===== config.mk =====
export PLATFORM = sky130hd
export DESIGN_NAME = frame_sequencer
export DESIGN_NICKNAME = d
export VERILOG_FILES = /design/src/idct_pkg.sv /design/src/frame_sequencer.sv
export SDC_FILE = /design/constraint.sdc
export NUM_CORES = 1
export LEC_CHECK = 0
export ABC_CLOCK_PERIOD_IN_PS = 2600
export BUFFER_PORTS_ARGS = -buffer_cell sky130_fd_sc_hd__clkbuf_2
export CAP_MARGIN = 10
export CELL_PAD_IN_SITES_DETAIL_PLACEMENT = 0
export CELL_PAD_IN_SITES_GLOBAL_PLACEMENT = 2
export CORE_MARGIN = 3
export CORE_UTILIZATION = 30
export DETAILED_ROUTE_END_ITERATION = 10
export MAX_ROUTING_LAYER = met4
export PLACE_DENSITY_LB_ADDON = 0.1
export RECOVER_POWER = 100
export SYNTH_ARGS = -nofsm -noshare
export SYNTH_HDL_FRONTEND = slang
export SYNTH_SLANG_ARGS = --single-unit

===== constraint.sdc =====
create_clock -name CLOCK_50_I -period 2.6 [get_ports CLOCK_50_I]
set_clock_uncertainty 0.1 [all_clocks]
set_input_delay 0.39 -clock CLOCK_50_I [delete_from_list [all_inputs] [get_ports CLOCK_50_I]]
set_output_delay 0.39 -clock CLOCK_50_I [all_outputs]
set_load 0.02 [all_outputs]

===== src/idct_pkg.sv =====
`default_nettype none

package idct_pkg;

	// picture geometry, in 8x8 blocks
	localparam int BLOCK_DIM = 8;
	localparam int BLOCKS_X = 4;
	localparam int BLOCKS_Y = 2;
	localparam int IMAGE_WIDTH = BLOCKS_X * BLOCK_DIM;

	// sram regions
	localparam logic [17:0] PRE_IDCT_BASE = 18'd76800;
	localparam logic [17:0] PIXEL_BASE = 18'd0;
	localparam int PIXEL_STRIDE = IMAGE_WIDTH / 2;
	localparam int PIXEL_WORDS = BLOCKS_Y * BLOCK_DIM * PIXEL_STRIDE;

	// fixed point
	localparam int COEF_W = 16;
	localparam int T_W = 16;
	localparam int PIXEL_W = 8;
	localparam int T_SHIFT = 8;
	localparam int S_SHIFT = 16;
	localparam int RAM_AW = 5;

	// [j][k] = 4096 * c(k) * cos((2j+1)k*pi/16)
	localparam logic signed [15:0] COS_TABLE [8][8] = '{
		'{16'sd1448,  16'sd2009,  16'sd1892,  16'sd1703,
		  16'sd1448,  16'sd1138,  16'sd784,   16'sd400},
		'{16'sd1448,  16'sd1703,  16'sd784,  -16'sd400,
		 -16'sd1448, -16'sd2009, -16'sd1892, -16'sd1138},
		'{16'sd1448,  16'sd1138, -16'sd784,  -16'sd2009,
		 -16'sd1448,  16'sd400,   16'sd1892,  16'sd1703},
		'{16'sd1448,  16'sd400,  -16'sd1892, -16'sd1138,
		  16'sd1448,  16'sd1703, -16'sd784,  -16'sd2009},
		'{16'sd1448, -16'sd400,  -16'sd1892,  16'sd1138,
		  16'sd1448, -16'sd1703, -16'sd784,   16'sd2009},
		'{16'sd1448, -16'sd1138, -16'sd784,   16'sd2009,
		 -16'sd1448, -16'sd400,   16'sd1892, -16'sd1703},
		'{16'sd1448, -16'sd1703,  16'sd784,   16'sd400,
		 -16'sd1448,  16'sd2009, -16'sd1892,  16'sd1138},
		'{16'sd1448, -16'sd2009,  16'sd1892, -16'sd1703,
		  16'sd1448, -16'sd1138,  16'sd784,  -16'sd400}
	};

	typedef struct packed {
		logic [17:0] address;
		logic [15:0] write_data;
		logic write_en_n;
	} sram_req_t;

	typedef struct packed {
		logic signed [COEF_W-1:0] even;
		logic signed [COEF_W-1:0] odd;
	} coef_pair_t;

	typedef struct packed {
		logic signed [T_W-1:0] even;
		logic signed [T_W-1:0] odd;
	} t_pair_t;

	typedef enum logic [4:0] {
		PH_IDLE  = 5'b00001,
		PH_FETCH = 5'b00010,
		PH_COL   = 5'b00100,
		PH_ROW   = 5'b01000,
		PH_WRITE = 5'b10000
	} phase_t;

	// write side of the coefficient buffer
	typedef struct packed {
		logic [RAM_AW-1:0] addr;
		logic write_en;
		coef_pair_t write_data;
	} coef_port_t;

endpackage

`default_nettype wire


===== src/frame_sequencer.sv =====
`timescale 1ns/100ps
`default_nettype none

module frame_sequencer (
	input logic CLOCK_50_I,
	input logic Resetn,
	input logic start,
	input logic fetch_done,
	input logic col_done,
	input logic row_done,
	input logic write_done,
	output logic fetch_go,
	output logic col_go,
	output logic row_go,
	output logic write_go,
	output logic [$clog2(idct_pkg::BLOCKS_X)-1:0] block_col,
	output logic [$clog2(idct_pkg::BLOCKS_Y)-1:0] block_row,
	output logic finish
);
	import idct_pkg::*;

	phase_t phase;
	logic last_block;

	assign last_block = (block_col == BLOCKS_X - 1) && (block_row == BLOCKS_Y - 1);

	always_ff @(posedge CLOCK_50_I or negedge Resetn) begin
		if (!Resetn) begin
			phase <= PH_IDLE;
			block_col <= '0;
			block_row <= '0;
			fetch_go <= 1'b0;
			col_go <= 1'b0;
			row_go <= 1'b0;
			write_go <= 1'b0;
		end else begin
			fetch_go <= 1'b0;
			col_go <= 1'b0;
			row_go <= 1'b0;
			write_go <= 1'b0;
			case (phase)
				PH_IDLE: if (start) begin
					block_col <= '0;
					block_row <= '0;
					fetch_go <= 1'b1;
					phase <= PH_FETCH;
				end
				PH_FETCH: if (fetch_done) begin
					col_go <= 1'b1;
					phase <= PH_COL;
				end
				PH_COL: if (col_done) begin
					row_go <= 1'b1;
					phase <= PH_ROW;
				end
				PH_ROW: if (row_done) begin
					write_go <= 1'b1;
					phase <= PH_WRITE;
				end
				PH_WRITE: if (write_done) begin
					if (last_block) begin
						phase <= PH_IDLE;
					end else begin
						// column first, then next block row
						block_col <= block_col + 1'b1;
						if (block_col == BLOCKS_X - 1)
							block_row <= block_row + 1'b1;
						fetch_go <= 1'b1;
						phase <= PH_FETCH;
					end
				end
				default: phase <= PH_IDLE;
			endcase
		end
	end

	// the cycle after the final sram write
	assign finish = (phase == PH_WRITE) && write_done && last_block;

	phase_onehot: assert property (@(posedge CLOCK_50_I) disable iff (!Resetn)
		$onehot(phase));

endmodule

`default_nettype wire


# After elaboration in Yosys (flattened, before gate mapping)
# Cells that the tools add are included.
[totals]
ff_bits = 12
input_bits = 7
output_inout_bits = 8
elab_cells = 55
[classes]
addsub = 2
n_eq_ne = 13
mux = 26
reduce_logical = 7
[op_table]
columns = ["cell", "n"]
rows = [
  ["$mux W5", 5],
  ["$pmux W5 S5", 1],
  ["$ne A2 B2 Y1 const B", 7],
  ["$mux W1", 13],
  ["$reduce_and A5 Y1", 2],
  ["$mux W2", 4],
  ["$eq A5 B1 Y1 const B", 1],
  ["$eq A5 B2 Y1 const B", 1],
  ["$eq A5 B3 Y1 const B", 1],
  ["$eq A5 B4 Y1 const B", 1],
  ["$eq A5 B5 Y1 const B", 1],
  ["$pmux W1 S2", 2],
  ["$pmux W2 S2", 1],
  ["$reduce_and A4 Y1", 1],
  ["$logic_and A1 B1 Y1", 3],
  ["$add A2 B1 Y2 const B", 1],
  ["$eq A2 B2 Y1 const B", 1],
  ["$reduce_bool A2 Y1", 1],
  ["$add A1 B1 Y1 const B", 1],
]

# Depth between registers and ports, before layout
[depth]
word_depth = 5
mapped_depth = 4
depth_no_buf = 4

# Worst setup path after synthesis
# Ideal clock, no wire load.
[synth_timing]
path_kind = "register to output"
start = "register phase[2]"
end = "output port finish"
t_arrival_ns = 1.205
required_time_ns = 2.110
setup_slack_ns = 0.905
path_stages_with_launch = 5
path_buffers = 1
path_cell_list = "dfrtp_1 > buf_6 > nor4_4 > nand3_1 > nor2_1"
[synth_between]
elab_chain_len = 3
[synth_lines]
columns = ["item", "line", "source"]
rows = [
  ["start, declared", "frame_sequencer.sv:22", "phase_t phase;"],
  ["start signal, assigned", "frame_sequencer.sv:29", "phase <= PH_IDLE;"],
  ["start signal, assigned", "frame_sequencer.sv:46", "phase <= PH_FETCH;"],
  ["start signal, assigned", "frame_sequencer.sv:50", "phase <= PH_COL;"],
  ["$eq A5 B5 Y1", "frame_sequencer.sv:78", "assign finish = (phase == PH_WRITE) && write_done && last_block;"],
  ["$logic_and A1 B1 Y1 (2 in series)", "frame_sequencer.sv:78", ""],
  ["end, declared", "frame_sequencer.sv:18", "output logic finish"],
]
# Every way passes these cells.

# Final worst setup path
[layout_timing]
start = "register phase[1]"
end = "output port finish"
# Same word-level chain as after synthesis.

==> results_dict.tcl <==
set metrics [dict create \
    dieArea_um2 2860 \
    dpl.hpwl_um 996 \
    finalCritPeriodShare_pct 81.4 \
    ctsLongestPathBuffers 2 \
    synth_cell_types 36 \
    pre_cts_slack_ps 768 \
    synthSimpleGateAreaFrac_pct 29.9 \
    arrival_ps 1630 \
    drt_pass1_iterations 4 \
    timing.fmax_mhz 472 \
    setup_violations 0 \
    drt_iter0_drc 11 \
    setup_tns_ps 0 \
    cts_tree "built" \
    hold_ws_ps 258 \
    end_kind "output port" \
    async_flop_share_pct 100 \
    hold_viol 0 \
    h-tree-depth 1 \
    max_cap_viol_count 0 \
    syn_avg_cell_area_um2 11.1 \
    fin_ws_ps 483 \
    maxSlewViolCount 0 \
    die_y_um 53.5 \
    synth_top_family_by_area "simple AND/OR/NAND/NOR gates" \
    ys_seq_elements 12 \
    final_nets 85 \
    synth_cells 61 \
    drc 0 \
    diodes 0 \
    path_max_fanout 12 \
    viasPerCell 5.14 \
    netlist_area_um2 677 \
    cp_data_required_time_ps 2110 \
    portBuffers 14 \
    ir_drop_v 0.000383 \
    rsz0062_at_grt "false" \
    post_synth_fa_ha_maj_area_fraction_pct 1.85 \
    cts_resized 0 \
    status "finished, final reports clean" \
    synthXorXnorAreaFrac_pct 1.29 \
    ys.flop_type "dfrtp_1" \
    coreArea_um2 2040 \
    min_period_ps 2120 \
    worst_pin_slew_ps 665 \
    grt_pass1_vias 476 \
    clk_pin_slew_ps 80 \
    relSlewSlack_pct 55.6 \
    min-delay-path-class "in -> reg" \
    drive_above_1_share_pct 17.1 \
    grt_max_degree 13 \
    synth_compound_area_share_pct 12.0 \
    avgRoutedWirePerCell_um 13.1 \
    overflow 0 \
    final_common_cell "dfrtp_1" \
    ant_nets 0 \
    clock_latency_ps 270 \
    critPathKind "reg -> out" \
    grt_pass1_wl_um 2250 \
    place_congestion 0.731 \
    syn_to_final_growth_pct 11.3 \
    die_w_um 53.5 \
    syn_nets 69 \
    drt-total-wl_um 1350 \
    layout_common_cells "11 x dfrtp_1, 10 x clkbuf_1, 5 x nand2_1, 5 x clkbuf_2" \
    yosys_warnings 0 \
    pin_count 15 \
    numCtsBuffers 3 \
    rows 16 \
    power.density_nw_per_um2 734 \
    synth_mux_area_share_pct 3.70 \
    root_buffer "clkbuf_4" \
    grtUsageTotal_pct 11.2 \
    vias 529 \
    p_leak_nw 0.337 \
    initial_utilization_pct 33.1 \
    critPathLaunchType "flop" \
    synth-edff-count 0 \
    grt_antenna_before_repair 0 \
    cts_num_sinks 12 \
    seq_area_frac_synth_pct 44.5 \
]
## synthesized netlist by cell type (all sizes together), types with 2 or more instances
master	count	share of area (%)
and3	2	1.8
buf	3	4.4
dfrtp	11	41
inv	2	1.1
nand2	5	2.8
nand3	2	1.5
nand3b	2	2.2
nor2	2	1.1
nor3	3	2.2
nor4	2	4.1
o31ai	2	2.2
or3	3	2.8
## critical path, cell delays in order (launching register included)
cell      delay, ps
dfrtp_1         510
nor4_4          370
nand3_1         120
nor2_1          110
clkbuf_1        230
## flip-flops by register name (all words and copies together), names as in the netlist
name / flops
col_go: 1
fetch_go: 1
block_col: 2
write_go: 1
block_row: 1
phase: 5
row_go: 1
## where the power goes
| group | switching, mW | total (mW) | internal, mW |
|---|---|---|---|
| Clock | 0.0585 | 0.118 | 0.0592 |
| Combinational | 0.0806 | 0.159 | 0.0789 |
| Sequential | 0.0563 | 0.276 | 0.219 |
## per-stage QoR
stage          instance area (um2)  cells  total power [mW]  utilization (%)
2_1_floorplan                  677     61             0.412                -
3_3_place_gp                   743     98             0.449             36.4
3_5_place_dp                   743     98             0.443             36.4
4_1_cts                        779    103             0.567             38.2
5_1_grt                        753    103             0.593             36.9
6_report                       753    103             0.553             36.9
## layer usage
layer	track usage [%]	wire, um	vias up	share of wire, %
li1	-	-	261	-
met1	15.8	682	256	51
met2	15.3	592	10	44
met3	1.69	58	2	4.3
met4	5.11	14	0	1.0
met5	-	0	-	0
## worst paths after layout
check,from,endpoint,slack [ps],cells after the start
max in group asynchronous,Resetn,phase[2]$_DFFE_PN0P_,1410,2
min in group asynchronous,Resetn,fetch_go$_DFF_PN0_,560,2
hold reg to reg,block_col[0]$_DFFE_PN0P_,block_col[0]$_DFFE_PN0P_,430,1
setup reg to reg,phase[1]$_DFFE_PN0P_,block_col[1]$_DFFE_PN0P_,860,3
setup / recovery,phase[1]$_DFFE_PN0P_,finish,480,4
hold / removal,row_done,phase[3]$_DFFE_PN0P_,260,2
## cell families after synthesis
family,after synthesis
fa+ha+maj,1
compound gates,10
buf+inv,6
mux,2
simple gates,29
xor+xnor,1
flops,12
## final cells by class
type                            count  area, um2
Fill cell                         231       1290
Multi-Input combinational cell     43        315
Sequential cell                    12        302
Timing Repair Buffer               15       68.8
Tap cell                           27       33.8
Clock buffer                        4       26.3
Inverter                            2       7.51
## repair_timing
action                                 4_1_cts  5_1_grt
hold buffers                                 1        0
endpoints found under the hold margin       11        0
buffers inserted                             0        0
No activity file was read; power rests on OpenSTA's default activity.
