File: config.mk
export PLATFORM = sky130hd
export DESIGN_NAME = pair_ram
export DESIGN_NICKNAME = d
export VERILOG_FILES = /design/src/idct_pkg.sv /design/src/pair_ram.sv
export SDC_FILE = /design/constraint.sdc
export NUM_CORES = 2
export LEC_CHECK = 0
export ABC_AREA = 0
export BUFFER_PORTS_ARGS = -buffer_cell sky130_fd_sc_hd__buf_2
export CAP_MARGIN = 5
export CORE_MARGIN = 10
export CORE_UTILIZATION = 35
export CTS_CLUSTER_SIZE = 20
export DETAILED_ROUTE_END_ITERATION = 6
export PLACE_DENSITY = 0.53
export SLEW_MARGIN = 40
export SYNTH_ARGS = -nofsm -noshare
export SYNTH_HDL_FRONTEND = slang
export SYNTH_SLANG_ARGS = --single-unit
File: constraint.sdc
create_clock -name CLOCK_50_I -period 10.2 [get_ports CLOCK_50_I]
set_clock_uncertainty 0.05 [all_clocks]
set_input_delay 1.53 -clock CLOCK_50_I [delete_from_list [all_inputs] [get_ports CLOCK_50_I]]
set_output_delay 1.53 -clock CLOCK_50_I [all_outputs]
set_load 0.02 [all_outputs]
File: src/idct_pkg.sv
`default_nettype none

package idct_pkg;

	// picture geometry, in 8x8 blocks
	localparam int BLOCK_DIM = 8;
	localparam int BLOCKS_X = 4;
	localparam int BLOCKS_Y = 2;
	localparam int IMAGE_WIDTH = BLOCKS_X * BLOCK_DIM;

	// sram regions
	localparam logic [17:0] PRE_IDCT_BASE = 18'd76800;
	localparam logic [17:0] PIXEL_BASE = 18'd0;
	localparam int PIXEL_STRIDE = IMAGE_WIDTH / 2;
	localparam int PIXEL_WORDS = BLOCKS_Y * BLOCK_DIM * PIXEL_STRIDE;

	// fixed point
	localparam int COEF_W = 16;
	localparam int T_W = 16;
	localparam int PIXEL_W = 8;
	localparam int T_SHIFT = 8;
	localparam int S_SHIFT = 16;
	localparam int RAM_AW = 5;

	// [j][k] = 4096 * c(k) * cos((2j+1)k*pi/16)
	localparam logic signed [15:0] COS_TABLE [8][8] = '{
		'{16'sd1448,  16'sd2009,  16'sd1892,  16'sd1703,
		  16'sd1448,  16'sd1138,  16'sd784,   16'sd400},
		'{16'sd1448,  16'sd1703,  16'sd784,  -16'sd400,
		 -16'sd1448, -16'sd2009, -16'sd1892, -16'sd1138},
		'{16'sd1448,  16'sd1138, -16'sd784,  -16'sd2009,
		 -16'sd1448,  16'sd400,   16'sd1892,  16'sd1703},
		'{16'sd1448,  16'sd400,  -16'sd1892, -16'sd1138,
		  16'sd1448,  16'sd1703, -16'sd784,  -16'sd2009},
		'{16'sd1448, -16'sd400,  -16'sd1892,  16'sd1138,
		  16'sd1448, -16'sd1703, -16'sd784,   16'sd2009},
		'{16'sd1448, -16'sd1138, -16'sd784,   16'sd2009,
		 -16'sd1448, -16'sd400,   16'sd1892, -16'sd1703},
		'{16'sd1448, -16'sd1703,  16'sd784,   16'sd400,
		 -16'sd1448,  16'sd2009, -16'sd1892,  16'sd1138},
		'{16'sd1448, -16'sd2009,  16'sd1892, -16'sd1703,
		  16'sd1448, -16'sd1138,  16'sd784,  -16'sd400}
	};

	typedef struct packed {
		logic [17:0] address;
		logic [15:0] write_data;
		logic write_en_n;
	} sram_req_t;

	typedef struct packed {
		logic signed [COEF_W-1:0] even;
		logic signed [COEF_W-1:0] odd;
	} coef_pair_t;

	typedef struct packed {
		logic signed [T_W-1:0] even;
		logic signed [T_W-1:0] odd;
	} t_pair_t;

	typedef enum logic [4:0] {
		PH_IDLE  = 5'b00001,
		PH_FETCH = 5'b00010,
		PH_COL   = 5'b00100,
		PH_ROW   = 5'b01000,
		PH_WRITE = 5'b10000
	} phase_t;

	// write side of the coefficient buffer
	typedef struct packed {
		logic [RAM_AW-1:0] addr;
		logic write_en;
		coef_pair_t write_data;
	} coef_port_t;

endpackage

`default_nettype wire

File: src/pair_ram.sv
`timescale 1ns/100ps
`default_nettype none

module pair_ram #(
	parameter type payload_t = logic [31:0]
) (
	input logic CLOCK_50_I,
	input logic [idct_pkg::RAM_AW-1:0] addr_a,
	input logic [idct_pkg::RAM_AW-1:0] addr_b,
	input logic we_a,
	input logic we_b,
	input payload_t wdata_a,
	input payload_t wdata_b,
	output payload_t rdata_a,
	output payload_t rdata_b
);
	import idct_pkg::*;

	typedef struct packed {
		logic [RAM_AW-1:0] addr;
		logic write_en;
		payload_t write_data;
	} ram_port_t;

	payload_t mem [2**RAM_AW];
	ram_port_t port_a, port_b;

	assign port_a = '{addr: addr_a, write_en: we_a, write_data: wdata_a};
	assign port_b = '{addr: addr_b, write_en: we_b, write_data: wdata_b};

	// read returns the old word on a same-port write
	always_ff @(posedge CLOCK_50_I) begin
		if (port_a.write_en)
			mem[port_a.addr] <= port_a.write_data;
		if (port_b.write_en)
			mem[port_b.addr] <= port_b.write_data;
		rdata_a <= mem[port_a.addr];
		rdata_b <= mem[port_b.addr];
	end

	no_write_clash: assert property (@(posedge CLOCK_50_I)
		!(port_a.write_en && port_b.write_en && port_a.addr == port_b.addr));

endmodule

`default_nettype wire

=== Yosys cells after proc, flatten, opt, wreduce, memory -nomap -nowiden ===
Memory sizes are Yosys's and may differ from the RTL's. A register that Yosys moved wholly into a read port is not among the register bits.
Index checks and enable logic that the tools add are counted.

* Register bits: 0
* Latch bits: 0
* Memory bits (writable): 1024
* Memory bits (read-only): 0
* Input bits: 77
* Output and inout bits: 64
* Logic and storage cells: 5
* Memories kept: 1

* Add/sub/neg operators: 0
* Multipliers: 0
* Div/mod/pow operators: 0
* Magnitude comparators: 0
* Equal/unequal tests: 0
* Shift-type cells: 0
* Multiplexer cells: 4
* Bitwise gates (word level): 0
* Reductions and logical operators: 0

{| class="wikitable"
|+ Memories
! memory !! words !! bits a word !! rd ports !! clocked after Yosys merged registers in !! write ports !! RTL line !! text
|-
| mem || 32 || 32 || 2 || 2 || 2 || pair_ram.sv:25 || <nowiki>payload_t mem [2**RAM_AW];</nowiki>
|}

{| class="wikitable"
|+ Operator list
! operator !! count
|-
| 1-bit two-way mux || 4
|}

=== Logic depth before layout (Yosys ltp) ===
* Depth in word-level cells: 2
* Depth in mapped cells: 8
* Depth with buffers taken out: 4

=== Worst setup path before layout ===
Ideal clock, no wire load.

* Path kind: input to register
* From: input addr_a[1] (netlist bit)
* To: memory mem[11][0] (netlist bit), enable pin
* Library setup time: 0.466 ns
* Arrival time: 4.834 ns
* Data required time: 9.684 ns
* Setup slack: 4.850 ns
* Stages on the path: 6
* Buffers on the path: 4
* Cell sequence: clkbuf_1 buf_2 buf_2 buf_2 nand3_1 o21ai_0

{| class="wikitable"
|+ RTL lines
! what !! RTL line !! text
|-
| from (decl) || pair_ram.sv:8 || <nowiki>input logic [idct_pkg::RAM_AW-1:0] addr_a,</nowiki>
|-
| to (decl) || pair_ram.sv:25 ||
|}

==> summary.md <==
In the final timing run, aggregate negative setup slack is 0 ns. The H-tree generated during clock tree synthesis spans 4 levels. From synthesis to final layout, the design area changed by 12.4%. In this run, the number of DRC markers left after iteration 0 of detailed routing was 4,589. The run gives 16,525 as the number of fill cells.

The number of buffers on the longest clock path came out at 3. The top cell type's share of synthesized area was 0.501. In this run the standard cell core region covers 174,000 um2.

The number of nets handed over by synthesis was 4,587. Counting the buffers created by CTS gives 134. The tools report the wire length of the first global-routing pass as 335,000 um. The maximum clock frequency was 0.218 GHz; the ratio of total power to cell area was 157 nW/um2. Summed over all layers, the routed wires come to 243,000 um. The initial core utilization was 0.352.

The class of the most critical hold timing path is register to register. The run finished with clean final reports. Weighted congestion at the end of routability-driven global placement: 0.871.

Worst stage delay on the critical path: 0.76 ns. The run gives 128 uV as the worst IR drop on VDD. The number of setup buffers added after CTS is 0.

Summing over every cut layer, the via total after detailed routing is 41,680. The worst slack on hold paths is 0.637 ns, and the slew at the pin closest to its max-slew limit is 0.972 ns. Critical path startpoint category: an input port.

Measured in cells, the most critical reg-to-reg path has a length of 4. The tools report the fraction of the yosys area taken by sequential cells as 0.522. Sum of overflow across all layers after global routing: 0. In this run, post-CTS hold repair placed 0 buffers. Data on the critical path is required at its endpoint by 10.56 ns.

The slowest stage of the critical path is the sky130_fd_sc_hd__nand3_1 cell. The floorplan has 153 rows. The number of gates resized after cts is 0.

The critical path's top delay family is buffers and inverters. After detailed routing, the number of vias per cell comes to 6.12. Counting stages on the worst path, the most repeated cell is sky130_fd_sc_hd__buf_4.

The root buffer cell was sky130_fd_sc_hd__clkbuf_16. The Yosys step of the flow raised 0 warnings. The die covers 193,000 um2. After synthesis, the cell types taking the most area are sky130_fd_sc_hd__edfxtp_1, sky130_fd_sc_hd__mux2_2, sky130_fd_sc_hd__mux2i_1.

The worst slew margin relative to its limit is 0.352. Setup violations remaining at the end of the flow were counted as 0. The critical path is of the input port to register type.

The endpoint type of the worst setup path is a register. The number of storage elements in the synthesis netlist is 1,088. The tools report the count of endpoints failing hold in the final timing report as 0. TritonCTS built the clock tree. Layout net count: 4,449. The post-layout total power is 10.9 mW. In this run the static leakage power is 24.9 nW. The synthesized area is 61,400 um2, and the final number of max-transition violations is 0.

The tools report the number of violations of the max-capacitance limit as 0. The logs give 0.243 for the total routing usage reported by global routing and 0.80 ns for the clock insertion delay at the later pin of the skew report. Port buffering added 140 buffers. The tools report the largest net degree at the start of global routing as 110. Dividing the detail-routed wire length by the instance count gives 35.6 um. The die is 439 um tall.

The count of boundary I/O pins was 141; the chip width was 439 um. The detail route stage leaves a number of antenna-violating nets equal to 0. The fraction of layout cells with a size suffix above 1 works out to 0.344.

The dominant cell type by area after synthesis is sky130_fd_sc_hd__edfxtp_1. Setup repair after global routing left no endpoint under its margin. After clock tree synthesis, the clock-pin slew on the worst setup and hold paths is 0.06 ns. The maximum fanout encountered on the critical timing path came out at 65. The first detailed-routing pass took 5 iterations. Traced cell by cell, the critical path runs through buf_8, nand3_1, nor3_4, buf_4, o21bai_4, buf_4.

Synthesis produced 4,510 cells. After synthesis, the netlist uses 38 different library cells. At the worst endpoint, the arrival time is 4.95 ns. The tools report the number of antenna violations at the first check in global routing as 9. Together, buffers and inverters on the worst path number 3. After detailed routing, the number of remaining DRC violations is 0. The routed design could run at a clock period as short as 4.59 ns.

The share of the clock period used by the worst path after layout was 0.450; the total number of clock tree sinks was 1,088. The instance count on the critical path is 6. Once detailed placement completed, the half-perimeter wirelength came to 146,000 um. Final core area utilization: 0.396. The mean post-synth cell area is 13.6 um2. The number of instances on the worst hold path was 4; the via count of the first global-routing pass was 41,589.
[worst paths after layout]
path	startpoint	slack, ns	endpoint
max	addr_b[1]	5.61	mem[27][8]
min	mem[9][15]	0.64	rdata_b[15]
max reg2reg	mem[19][11]	8.27	rdata_b[11]
min reg2reg	mem[9][15]	0.64	rdata_b[15]
[layout make-up]
type / count / area, um2 / share of cell area
Sequential cell: 1088 / 32000 / 0.464
Multi-Input combinational cell: 2878 / 27900 / 0.404
Clock buffer: 191 / 3680 / 0.0533
Tap cell: 2325 / 2910 / 0.0422
Timing Repair Buffer: 270 / 2150 / 0.0312
Clock inverter: 50 / 352 / 0.00510
Antenna cell: 8 / 20.0 / 0.000290
[state kept, by name (all words and copies together) (netlist names)]
register and cells:
rdata_a 32, mem 1024, rdata_b 32
[power by group]
part | internal, mW | switching [mW]
combinational | 0.455 | 0.756
sequential | 5.04 | 0.0661
clock | 2.56 | 1.97
[worst min-delay path: cells and delay by family, from the launching register on]
| kind | cells | cell delay [ns] |
|---|---|---|
| multiplexers | 1 | 0.07 |
| AND/OR/NAND/NOR | 2 | 0.12 |
| flip-flops | 1 | 0.35 |
| AO/OA/AOI/OAI | 1 | 0.13 |
[kinds of logic after synthesis]
logic type             Yosys count  share of synthesized area
muxes                         2048                      0.355
AOI/OAI and AO/OA              544                     0.0552
and+or+nand+nor                286                     0.0289
buffers and inverters          544                     0.0395
DFF                           1088                      0.522
[cell usage after synthesis (all sizes together)]
library cell	number
and3	1
and3b	1
buf	230
clkbuf	314
dfxtp	64
edfxtp	1024
mux2	1024
mux2i	1024
nand2	79
nand3	8
nand3b	8
nand4	2
nand4b	8
nand4bb	12
nor2	15
nor3	5
nor3b	3
nor4	128
o21ai	16
o21bai	4
o22ai	524
or2	1
or3	1
or3b	4
or4	2
or4b	8
[per-stage QoR]
step	instance area (um2)	cells	setup WS [ns]
global route	69000	6805	5.60
finish	69000	6810	5.61
CTS	68900	6797	5.74
global placement	64200	6526	4.78
detailed placement	64800	6556	4.90
floorplan	61400	4510	4.85
[cell usage in the layout, fill, tap and decap left out, types with 18 or more instances in the layout]
master and count:
sky130_fd_sc_hd__o22ai_1 512, sky130_fd_sc_hd__edfxtp_1 1024, sky130_fd_sc_hd__mux2_2 994, sky130_fd_sc_hd__nand2_1 66, sky130_fd_sc_hd__buf_8 19, sky130_fd_sc_hd__buf_2 138, sky130_fd_sc_hd__clkbuf_16 136, sky130_fd_sc_hd__clkinv_1 18
sky130_fd_sc_hd__mux2i_1 1024, sky130_fd_sc_hd__dfxtp_1 64, sky130_fd_sc_hd__buf_4 82, sky130_fd_sc_hd__clkbuf_1 48, sky130_fd_sc_hd__nor4_1 126, sky130_fd_sc_hd__mux2_1 30
[per-layer routing]
| metal | wire length, um | global-route usage |
|---|---|---|
| met1 | 101000 | 0.320 |
| met2 | 115000 | 0.397 |
| met3 | 16200 | 0.0401 |
| met4 | 10400 | 0.100 |
| met5 | 37 | 0 |
No activity file was read; power rests on OpenSTA's default activity.
