## src/idct_pkg.sv

```systemverilog
`default_nettype none

package idct_pkg;

	// picture geometry, in 8x8 blocks
	localparam int BLOCK_DIM = 8;
	localparam int BLOCKS_X = 4;
	localparam int BLOCKS_Y = 2;
	localparam int IMAGE_WIDTH = BLOCKS_X * BLOCK_DIM;

	// sram regions
	localparam logic [17:0] PRE_IDCT_BASE = 18'd76800;
	localparam logic [17:0] PIXEL_BASE = 18'd0;
	localparam int PIXEL_STRIDE = IMAGE_WIDTH / 2;
	localparam int PIXEL_WORDS = BLOCKS_Y * BLOCK_DIM * PIXEL_STRIDE;

	// fixed point
	localparam int COEF_W = 16;
	localparam int T_W = 16;
	localparam int PIXEL_W = 8;
	localparam int T_SHIFT = 8;
	localparam int S_SHIFT = 16;
	localparam int RAM_AW = 5;

	// [j][k] = 4096 * c(k) * cos((2j+1)k*pi/16)
	localparam logic signed [15:0] COS_TABLE [8][8] = '{
		'{16'sd1448,  16'sd2009,  16'sd1892,  16'sd1703,
		  16'sd1448,  16'sd1138,  16'sd784,   16'sd400},
		'{16'sd1448,  16'sd1703,  16'sd784,  -16'sd400,
		 -16'sd1448, -16'sd2009, -16'sd1892, -16'sd1138},
		'{16'sd1448,  16'sd1138, -16'sd784,  -16'sd2009,
		 -16'sd1448,  16'sd400,   16'sd1892,  16'sd1703},
		'{16'sd1448,  16'sd400,  -16'sd1892, -16'sd1138,
		  16'sd1448,  16'sd1703, -16'sd784,  -16'sd2009},
		'{16'sd1448, -16'sd400,  -16'sd1892,  16'sd1138,
		  16'sd1448, -16'sd1703, -16'sd784,   16'sd2009},
		'{16'sd1448, -16'sd1138, -16'sd784,   16'sd2009,
		 -16'sd1448, -16'sd400,   16'sd1892, -16'sd1703},
		'{16'sd1448, -16'sd1703,  16'sd784,   16'sd400,
		 -16'sd1448,  16'sd2009, -16'sd1892,  16'sd1138},
		'{16'sd1448, -16'sd2009,  16'sd1892, -16'sd1703,
		  16'sd1448, -16'sd1138,  16'sd784,  -16'sd400}
	};

	typedef struct packed {
		logic [17:0] address;
		logic [15:0] write_data;
		logic write_en_n;
	} sram_req_t;

	typedef struct packed {
		logic signed [COEF_W-1:0] even;
		logic signed [COEF_W-1:0] odd;
	} coef_pair_t;

	typedef struct packed {
		logic signed [T_W-1:0] even;
		logic signed [T_W-1:0] odd;
	} t_pair_t;

	typedef enum logic [4:0] {
		PH_IDLE  = 5'b00001,
		PH_FETCH = 5'b00010,
		PH_COL   = 5'b00100,
		PH_ROW   = 5'b01000,
		PH_WRITE = 5'b10000
	} phase_t;

	// write side of the coefficient buffer
	typedef struct packed {
		logic [RAM_AW-1:0] addr;
		logic write_en;
		coef_pair_t write_data;
	} coef_port_t;

endpackage

`default_nettype wire

```

## src/pixel_writer.sv

```systemverilog
`timescale 1ns/100ps
`default_nettype none

module pixel_writer (
	input logic CLOCK_50_I,
	input logic Resetn,
	input logic go,
	input logic [$clog2(idct_pkg::BLOCKS_X)-1:0] block_col,
	input logic [$clog2(idct_pkg::BLOCKS_Y)-1:0] block_row,
	input logic pix_valid,
	input logic [2*idct_pkg::PIXEL_W-1:0] pix_pair,
	output idct_pkg::sram_req_t sram_req,
	output logic done
);
	import idct_pkg::*;

	logic [2*PIXEL_W-1:0] pix_buf [32];
	logic [4:0] fill_cnt, wr_cnt;
	logic busy, last_wr;
	logic [17:0] base_addr, wr_addr;

	assign base_addr = PIXEL_BASE
		+ 18'(block_row) * 18'(BLOCK_DIM * PIXEL_STRIDE)
		+ 18'(block_col) * 18'(BLOCK_DIM / 2);
	// four words per pixel row, then the output stride
	assign wr_addr = base_addr + 18'(wr_cnt[4:2]) * 18'(PIXEL_STRIDE) + 18'(wr_cnt[1:0]);

	// pairs arrive during the row pass, in raster order
	always_ff @(posedge CLOCK_50_I) begin
		if (pix_valid)
			pix_buf[fill_cnt] <= pix_pair;
	end

	always_ff @(posedge CLOCK_50_I or negedge Resetn) begin
		if (!Resetn) begin
			fill_cnt <= '0;
			wr_cnt <= '0;
			busy <= 1'b0;
			last_wr <= 1'b0;
			done <= 1'b0;
			sram_req.address <= '0;
			sram_req.write_data <= '0;
			sram_req.write_en_n <= 1'b1;
		end else begin
			if (pix_valid)
				fill_cnt <= fill_cnt + 5'd1;
			last_wr <= busy && (wr_cnt == 5'd31);
			done <= last_wr;
			sram_req.write_en_n <= !busy;
			if (busy) begin
				sram_req.address <= wr_addr;
				sram_req.write_data <= pix_buf[wr_cnt];
			end
			if (go) begin
				busy <= 1'b1;
				wr_cnt <= '0;
			end else if (busy) begin
				wr_cnt <= wr_cnt + 5'd1;
				if (wr_cnt == 5'd31)
					busy <= 1'b0;
			end
		end
	end

	in_pixel_region: assert property (@(posedge CLOCK_50_I) disable iff (!Resetn)
		!sram_req.write_en_n |-> sram_req.address < PIXEL_BASE + 18'(PIXEL_WORDS));

endmodule

`default_nettype wire

```

## config.mk

```make
export PLATFORM = sky130hd
export DESIGN_NAME = pixel_writer
export DESIGN_NICKNAME = d
export VERILOG_FILES = /design/src/idct_pkg.sv /design/src/pixel_writer.sv
export SDC_FILE = /design/constraint.sdc
export NUM_CORES = 1
export LEC_CHECK = 0
export ABC_AREA = 1
export CELL_PAD_IN_SITES_DETAIL_PLACEMENT = 1
export CELL_PAD_IN_SITES_GLOBAL_PLACEMENT = 1
export CORE_MARGIN = 2
export CORE_UTILIZATION = 25
export DETAILED_ROUTE_END_ITERATION = 8
export DONT_BUFFER_PORTS = 1
export PLACE_DENSITY = 0.57
export SLEW_MARGIN = 20
export SYNTH_ARGS = -nofsm -noshare
export SYNTH_HDL_FRONTEND = slang
export SYNTH_SLANG_ARGS = --single-unit
```

## constraint.sdc

```tcl
create_clock -name CLOCK_50_I -period 2.2 [get_ports CLOCK_50_I]
set_input_delay 0.33 -clock CLOCK_50_I [delete_from_list [all_inputs] [get_ports CLOCK_50_I]]
set_output_delay 0.33 -clock CLOCK_50_I [all_outputs]
set_load 0.02 [all_outputs]
```

# --- After elaboration in Yosys (flattened, before gate mapping) ---
# Memory sizes are Yosys's and may differ from the RTL's. A register that Yosys moved wholly into a read port is not among the register bits.
# Index checks and enable logic that the tools add are counted.
classes:
  add_sub_neg: 5
  n_eq_ne: 1
  mux: 7
  reduce_logical: 4
ops:
  columns: ["cell", "count"]
  rows:
  - ["$add 10x2->11", 1]
  - ["$add 5x1->5 const B", 2]
  - ["$add 9x7->10", 1]
  - ["$mux 5", 2]
  - ["$add 8x4->9", 1]
  - ["$eq 5x5->1 const B", 1]
  - ["$mux 1", 5]
  - ["$logic_not 1->1", 2]
  - ["$reduce_bool 2->1", 1]
  - ["$logic_and 1x1->1", 1]
totals:
  regBits: 32
  ram_bits: 512
  inputBits: 23
  output_inout_bits: 36
  word_cells: 25
  n_memories: 1
memory_table:
  columns: ["memory", "words", "width", "rd", "rd_ports_with_merged_regs", "wr", "line_no", "text"]
  rows:
  - ["pix_buf", 32, 16, 1, 1, 1, "pixel_writer.sv:17", "logic [2*PIXEL_W-1:0] pix_buf [32];"]

# --- Depth between registers and ports, before layout ---
depth:
  word_depth: 4
  depth_mapped: 13
  ltp_nobuf: 10

# --- Least setup slack after synthesis ---
# Ideal clock, no wire load.
synth_path:
  path_type: "reg-to-reg"
  from: "register fill_cnt[0]"
  to: "memory pix_buf[31][0] in the netlist's numbering, enable pin"
  setup_ns: 0.409
  t_arrival_ns: 2.042
  required_ns: 1.791
  path_slack_ns: -0.251
  stages_incl_launch_ff: 6
  path_buffers: 0
  period_less_slack_ns: 2.451
  path_cell_list: "dfrtp_1 -> ha_1 -> nand2_1 -> nor2_1 -> inv_1 -> nor3_1"
synth_rtl:
  columns: ["element", "line_no", "text"]
  rows:
  - ["start, declared", "pixel_writer.sv:18", "logic [4:0] fill_cnt, wr_cnt;"]
  - ["start signal, assigned", "pixel_writer.sv:46", "fill_cnt <= fill_cnt + 5'd1;"]
  - ["end, declared", "pixel_writer.sv:17", null]
# Straight into the memory's write port.

==> flow_metrics.env <==
export IMPL_status="finished clean"
export IMPL_worst_clock_skew_ns=0.0273
export IMPL_drt_pass1_iter_count=5
export IMPL_grt_pass1_vias=16600
export IMPL_hold_violations=0
export IMPL_vias=16000
export IMPL_yosys_area_share_simple_pct=21.6
export IMPL_grt_pass1_wl_um=107000
export IMPL_critPathLaunch="wr_cnt[0]$_DFFE_PN0P_"
export IMPL_crit_type="flop to flop"
export IMPL_io_pins=59
export IMPL_hold_path_class="primary input to flop"
export IMPL_period_share_pct=94.3
export IMPL_r2r_start="wr_cnt[0]$_DFFE_PN0P_"
export IMPL_fillers=10400
export IMPL_dp_slack_ns=0.170
export IMPL_peakVddDrop_mv=0.567
export IMPL_drc=0
export IMPL_cp_end_kind="flop"
export IMPL_cp_data_required_time_ns=2.75
export IMPL_die_height_um=311
export IMPL_wl_met3_um=3510
export IMPL_final_cell_mix="868 x nand2_1, 512 x edfxtp_1, 319 x inv_1, 310 x nand3_1, 62 x clkbuf_16"
export IMPL_wire_per_inst_um=19.7
export IMPL_wl_um=71900
export IMPL_ys_warn_count=0
export IMPL_final_nets=2375
export IMPL_final_layout_size_suffix_gt1_share_pct=8.68
export IMPL_power_per_cell_area_mw_per_mm2=897
export IMPL_finalCriticalPeriod_ns=2.07
export IMPL_relSlewSlack_pct=58.6
export IMPL_dr_wl_met2_um=33700
export IMPL_place_congestion=0.768
export IMPL_core_area_mm2=0.0935
export IMPL_die_area_mm2=0.0969
export IMPL_avgSynthCellArea_um2=10.3
export IMPL_place_inst=3502
export IMPL_diodes=0
export IMPL_slew_violations=0
export IMPL_synth_seq_cells=550
export IMPL_synth_xor_area_share_pct=0.0742
export IMPL_synth_area_mm2=0.0236
export IMPL_layout_setup_ws_ns=0.125
export IMPL_syn2layout_area_growth_pct=19.3
export IMPL_netlist_instances=2283
export IMPL_synth_compound_area_share_pct=0.567
export IMPL_rrSetupSlack_ns=0.13
export IMPL_top_layer="met5"
export IMPL_fmax_ghz=0.482
export IMPL_cts_root_buf="clkbuf_16"
export IMPL_synthAdderAreaFrac_pct=0.318
export IMPL_synth_top_family_by_area="simple AND/OR/NAND/NOR gates"
export IMPL_hold_start="pix_pair[1]"
export IMPL_final_common_cell="nand2_1"
export IMPL_track_usage_pct=14.6
export IMPL_cts_sinks=550
export IMPL_cts_tree="yes"
export IMPL_max_cap_violations=0
export IMPL_drt_met1_wl_um=33300
export IMPL_ant_nets=0
export IMPL_start_util_pct=25.3
export IMPL_leakagePower_nw=11.6
export IMPL_start_kind="flop"
export IMPL_worst_skew_pair_late_latency_ns=0.64
export IMPL_grt_max_degree=62
export IMPL_portBuffers=0
export IMPL_critPathArrivalTime_ns=2.63
export IMPL_dpl_hpwl_um=41800
export IMPL_slowest_stage="dfrtp_4"
export IMPL_overflow=0
export IMPL_grt_antenna_before_repair=1
export IMPL_cp_endpoint="sram_req[5]$_DFFE_PN0P_"
export IMPL_setup_viol=0
export IMPL_yosysUniqueCellTypes=28
export IMPL_path_common_cell="nand2_1"
export IMPL_tightest_slew_ns=0.621
export IMPL_numCtsBuffers=60
export IMPL_ys_seq_area_share_pct=69.2
export IMPL_rows=112
export IMPL_clkTransAtPathRegs_ns=0.06
export IMPL_rsz0062_at_grt="no"
export IMPL_r2r_end="sram_req[5]$_DFFE_PN0P_"
export IMPL_cp_cell_sequence="buf_16 > buf_4 > nand2_1 > nand2_1 > nand2_1 > nand3_1 > nand3_1 > nand2_1 > nand2_1 > nand3_1"
export IMPL_fin_cells=3649
export IMPL_detail_route_vias_per_cell=4.38
export IMPL_htree_levels=2
export IMPL_rr_worst_depth=10
export IMPL_cts_path_max_buffers=3
export IMPL_cp_max_fo=57
export IMPL_slowest_delay_ns=0.56
export IMPL_synth_mux_area_share_pct=0
export IMPL_drtIter0Drc=1005
export IMPL_die_w_um=311
==> per-layer routing <==
metal  GRT usage [%]  up-vias
met5               0        -
met4            3.61        2
met3            2.49       94
met2            24.2      333
met1            19.9     8068
li1                -     7479
==> cell type report <==
cell class	instances	area [um2]	area share (%)
clock buffer	87	1720	6.12
tap	1254	1570	5.57
multi-input combinational	1297	5420	19.2
timing repair buffer	114	1690	6.02
inverter	323	1230	4.36
sequential	550	16300	58.0
clock inverter	24	190	0.675
==> registers in the layout, summed over array words and instances, names as in the netlist <==
register  flops
busy          1
last_wr       1
done          1
wr_cnt        5
fill_cnt      5
sram_req     25
pix_buf     512
==> cell families after synthesis <==
group	count (synthesis)
compound gates	26
xor+xnor	2
fa+ha+maj	6
buf+inv	445
flops	550
other cells	1
simple gates	1253
==> where the power goes <==
part / switching, mW / internal, mW / total [mW]
clock: 4.12 / 5.74 / 9.86
sequential: 0.366 / 12.1 / 12.5
combinational: 2.03 / 0.895 / 2.92
total: 6.51 / 18.7 / 25.3
==> worst min-delay path by stage <==
stage,endpoint,slack (ns),cells past startpoint
2_1_floorplan,busy$_DFF_PN0_,0.03,0
3_3_place_gp,sram_req[21]$_DFFE_PN0P_,0.04,0
3_5_place_dp,done$_DFF_PN0_,0.04,0
4_1_cts,pix_buf[15][2]$_DFFE_PP_,0.008,1
5_1_grt,pix_buf[5][1]$_DFFE_PP_,0.03,1
6_report,pix_buf[2][1]$_DFFE_PP_,0.03,1
==> critical path, delay by kind of cell (launching register included) <==
| kind | cells | cell delay, ns |
|---|---|---|
| and+or+nand+nor | 8 | 0.86 |
| buffers and inverters | 2 | 0.58 |
| DFF | 1 | 0.56 |
==> cell usage after synthesis <==
| cell | count | area [um2] |
|---|---|---|
| ha_1 | 6 | 75.1 |
| xor2_1 | 2 | 17.5 |
| nand2_1 | 868 | 3260 |
| conb_1 | 1 | 3.75 |
| dfstp_2 | 1 | 26.3 |
| nand4_1 | 1 | 6.26 |
| buf_6 | 11 | 124 |
| dfrtp_1 | 37 | 926 |
| nor4_1 | 1 | 6.26 |
| edfxtp_1 | 512 | 15400 |
| clkbuf_1 | 24 | 90.1 |
| clkinv_1 | 1 | 3.75 |
| buf_4 | 31 | 233 |
| inv_4 | 1 | 6.26 |
| buf_8 | 1 | 15.0 |
| nor3_1 | 5 | 25.0 |
| inv_2 | 2 | 7.51 |
| o21ai_1 | 5 | 25.0 |
| buf_2 | 49 | 245 |
| nor2_2 | 1 | 6.26 |
| o21ai_0 | 17 | 85.1 |
| inv_1 | 319 | 1200 |
| a21oi_1 | 2 | 10.0 |
| nand3_1 | 310 | 1550 |
| a31oi_1 | 1 | 6.26 |
| buf_1 | 6 | 22.5 |
| nor2_1 | 67 | 251 |
| o211ai_1 | 1 | 7.51 |
==> metrics by stage <==
| step | util [%] | hold slack [ns] | instance area (um2) | TNS [ns] | power, mW |
|---|---|---|---|---|---|
| detailed placement | 27.4 | 0.0352 | 25700 | 0 | 15.3 |
| finish | 30.1 | 0.0333 | 28200 | 0 | 25.3 |
| global placement | 27.4 | 0.0356 | 25700 | 0 | 15.3 |
| global route | 30.1 | 0.0315 | 28200 | 0 | 26.3 |
| CTS | 30.1 | 0.00829 | 28100 | 0 | 25.6 |
| floorplan | - | 0.0344 | 23600 | -8.05 | 14.2 |
==> what timing repair did <==
action,CTS,global route
buffers inserted,0,0
endpoints found under the setup margin,0,1
hold buffers,35,0
gates resized for setup,0,5
endpoints found under the hold margin,562,0
Power figures use the tool's default switching activity.
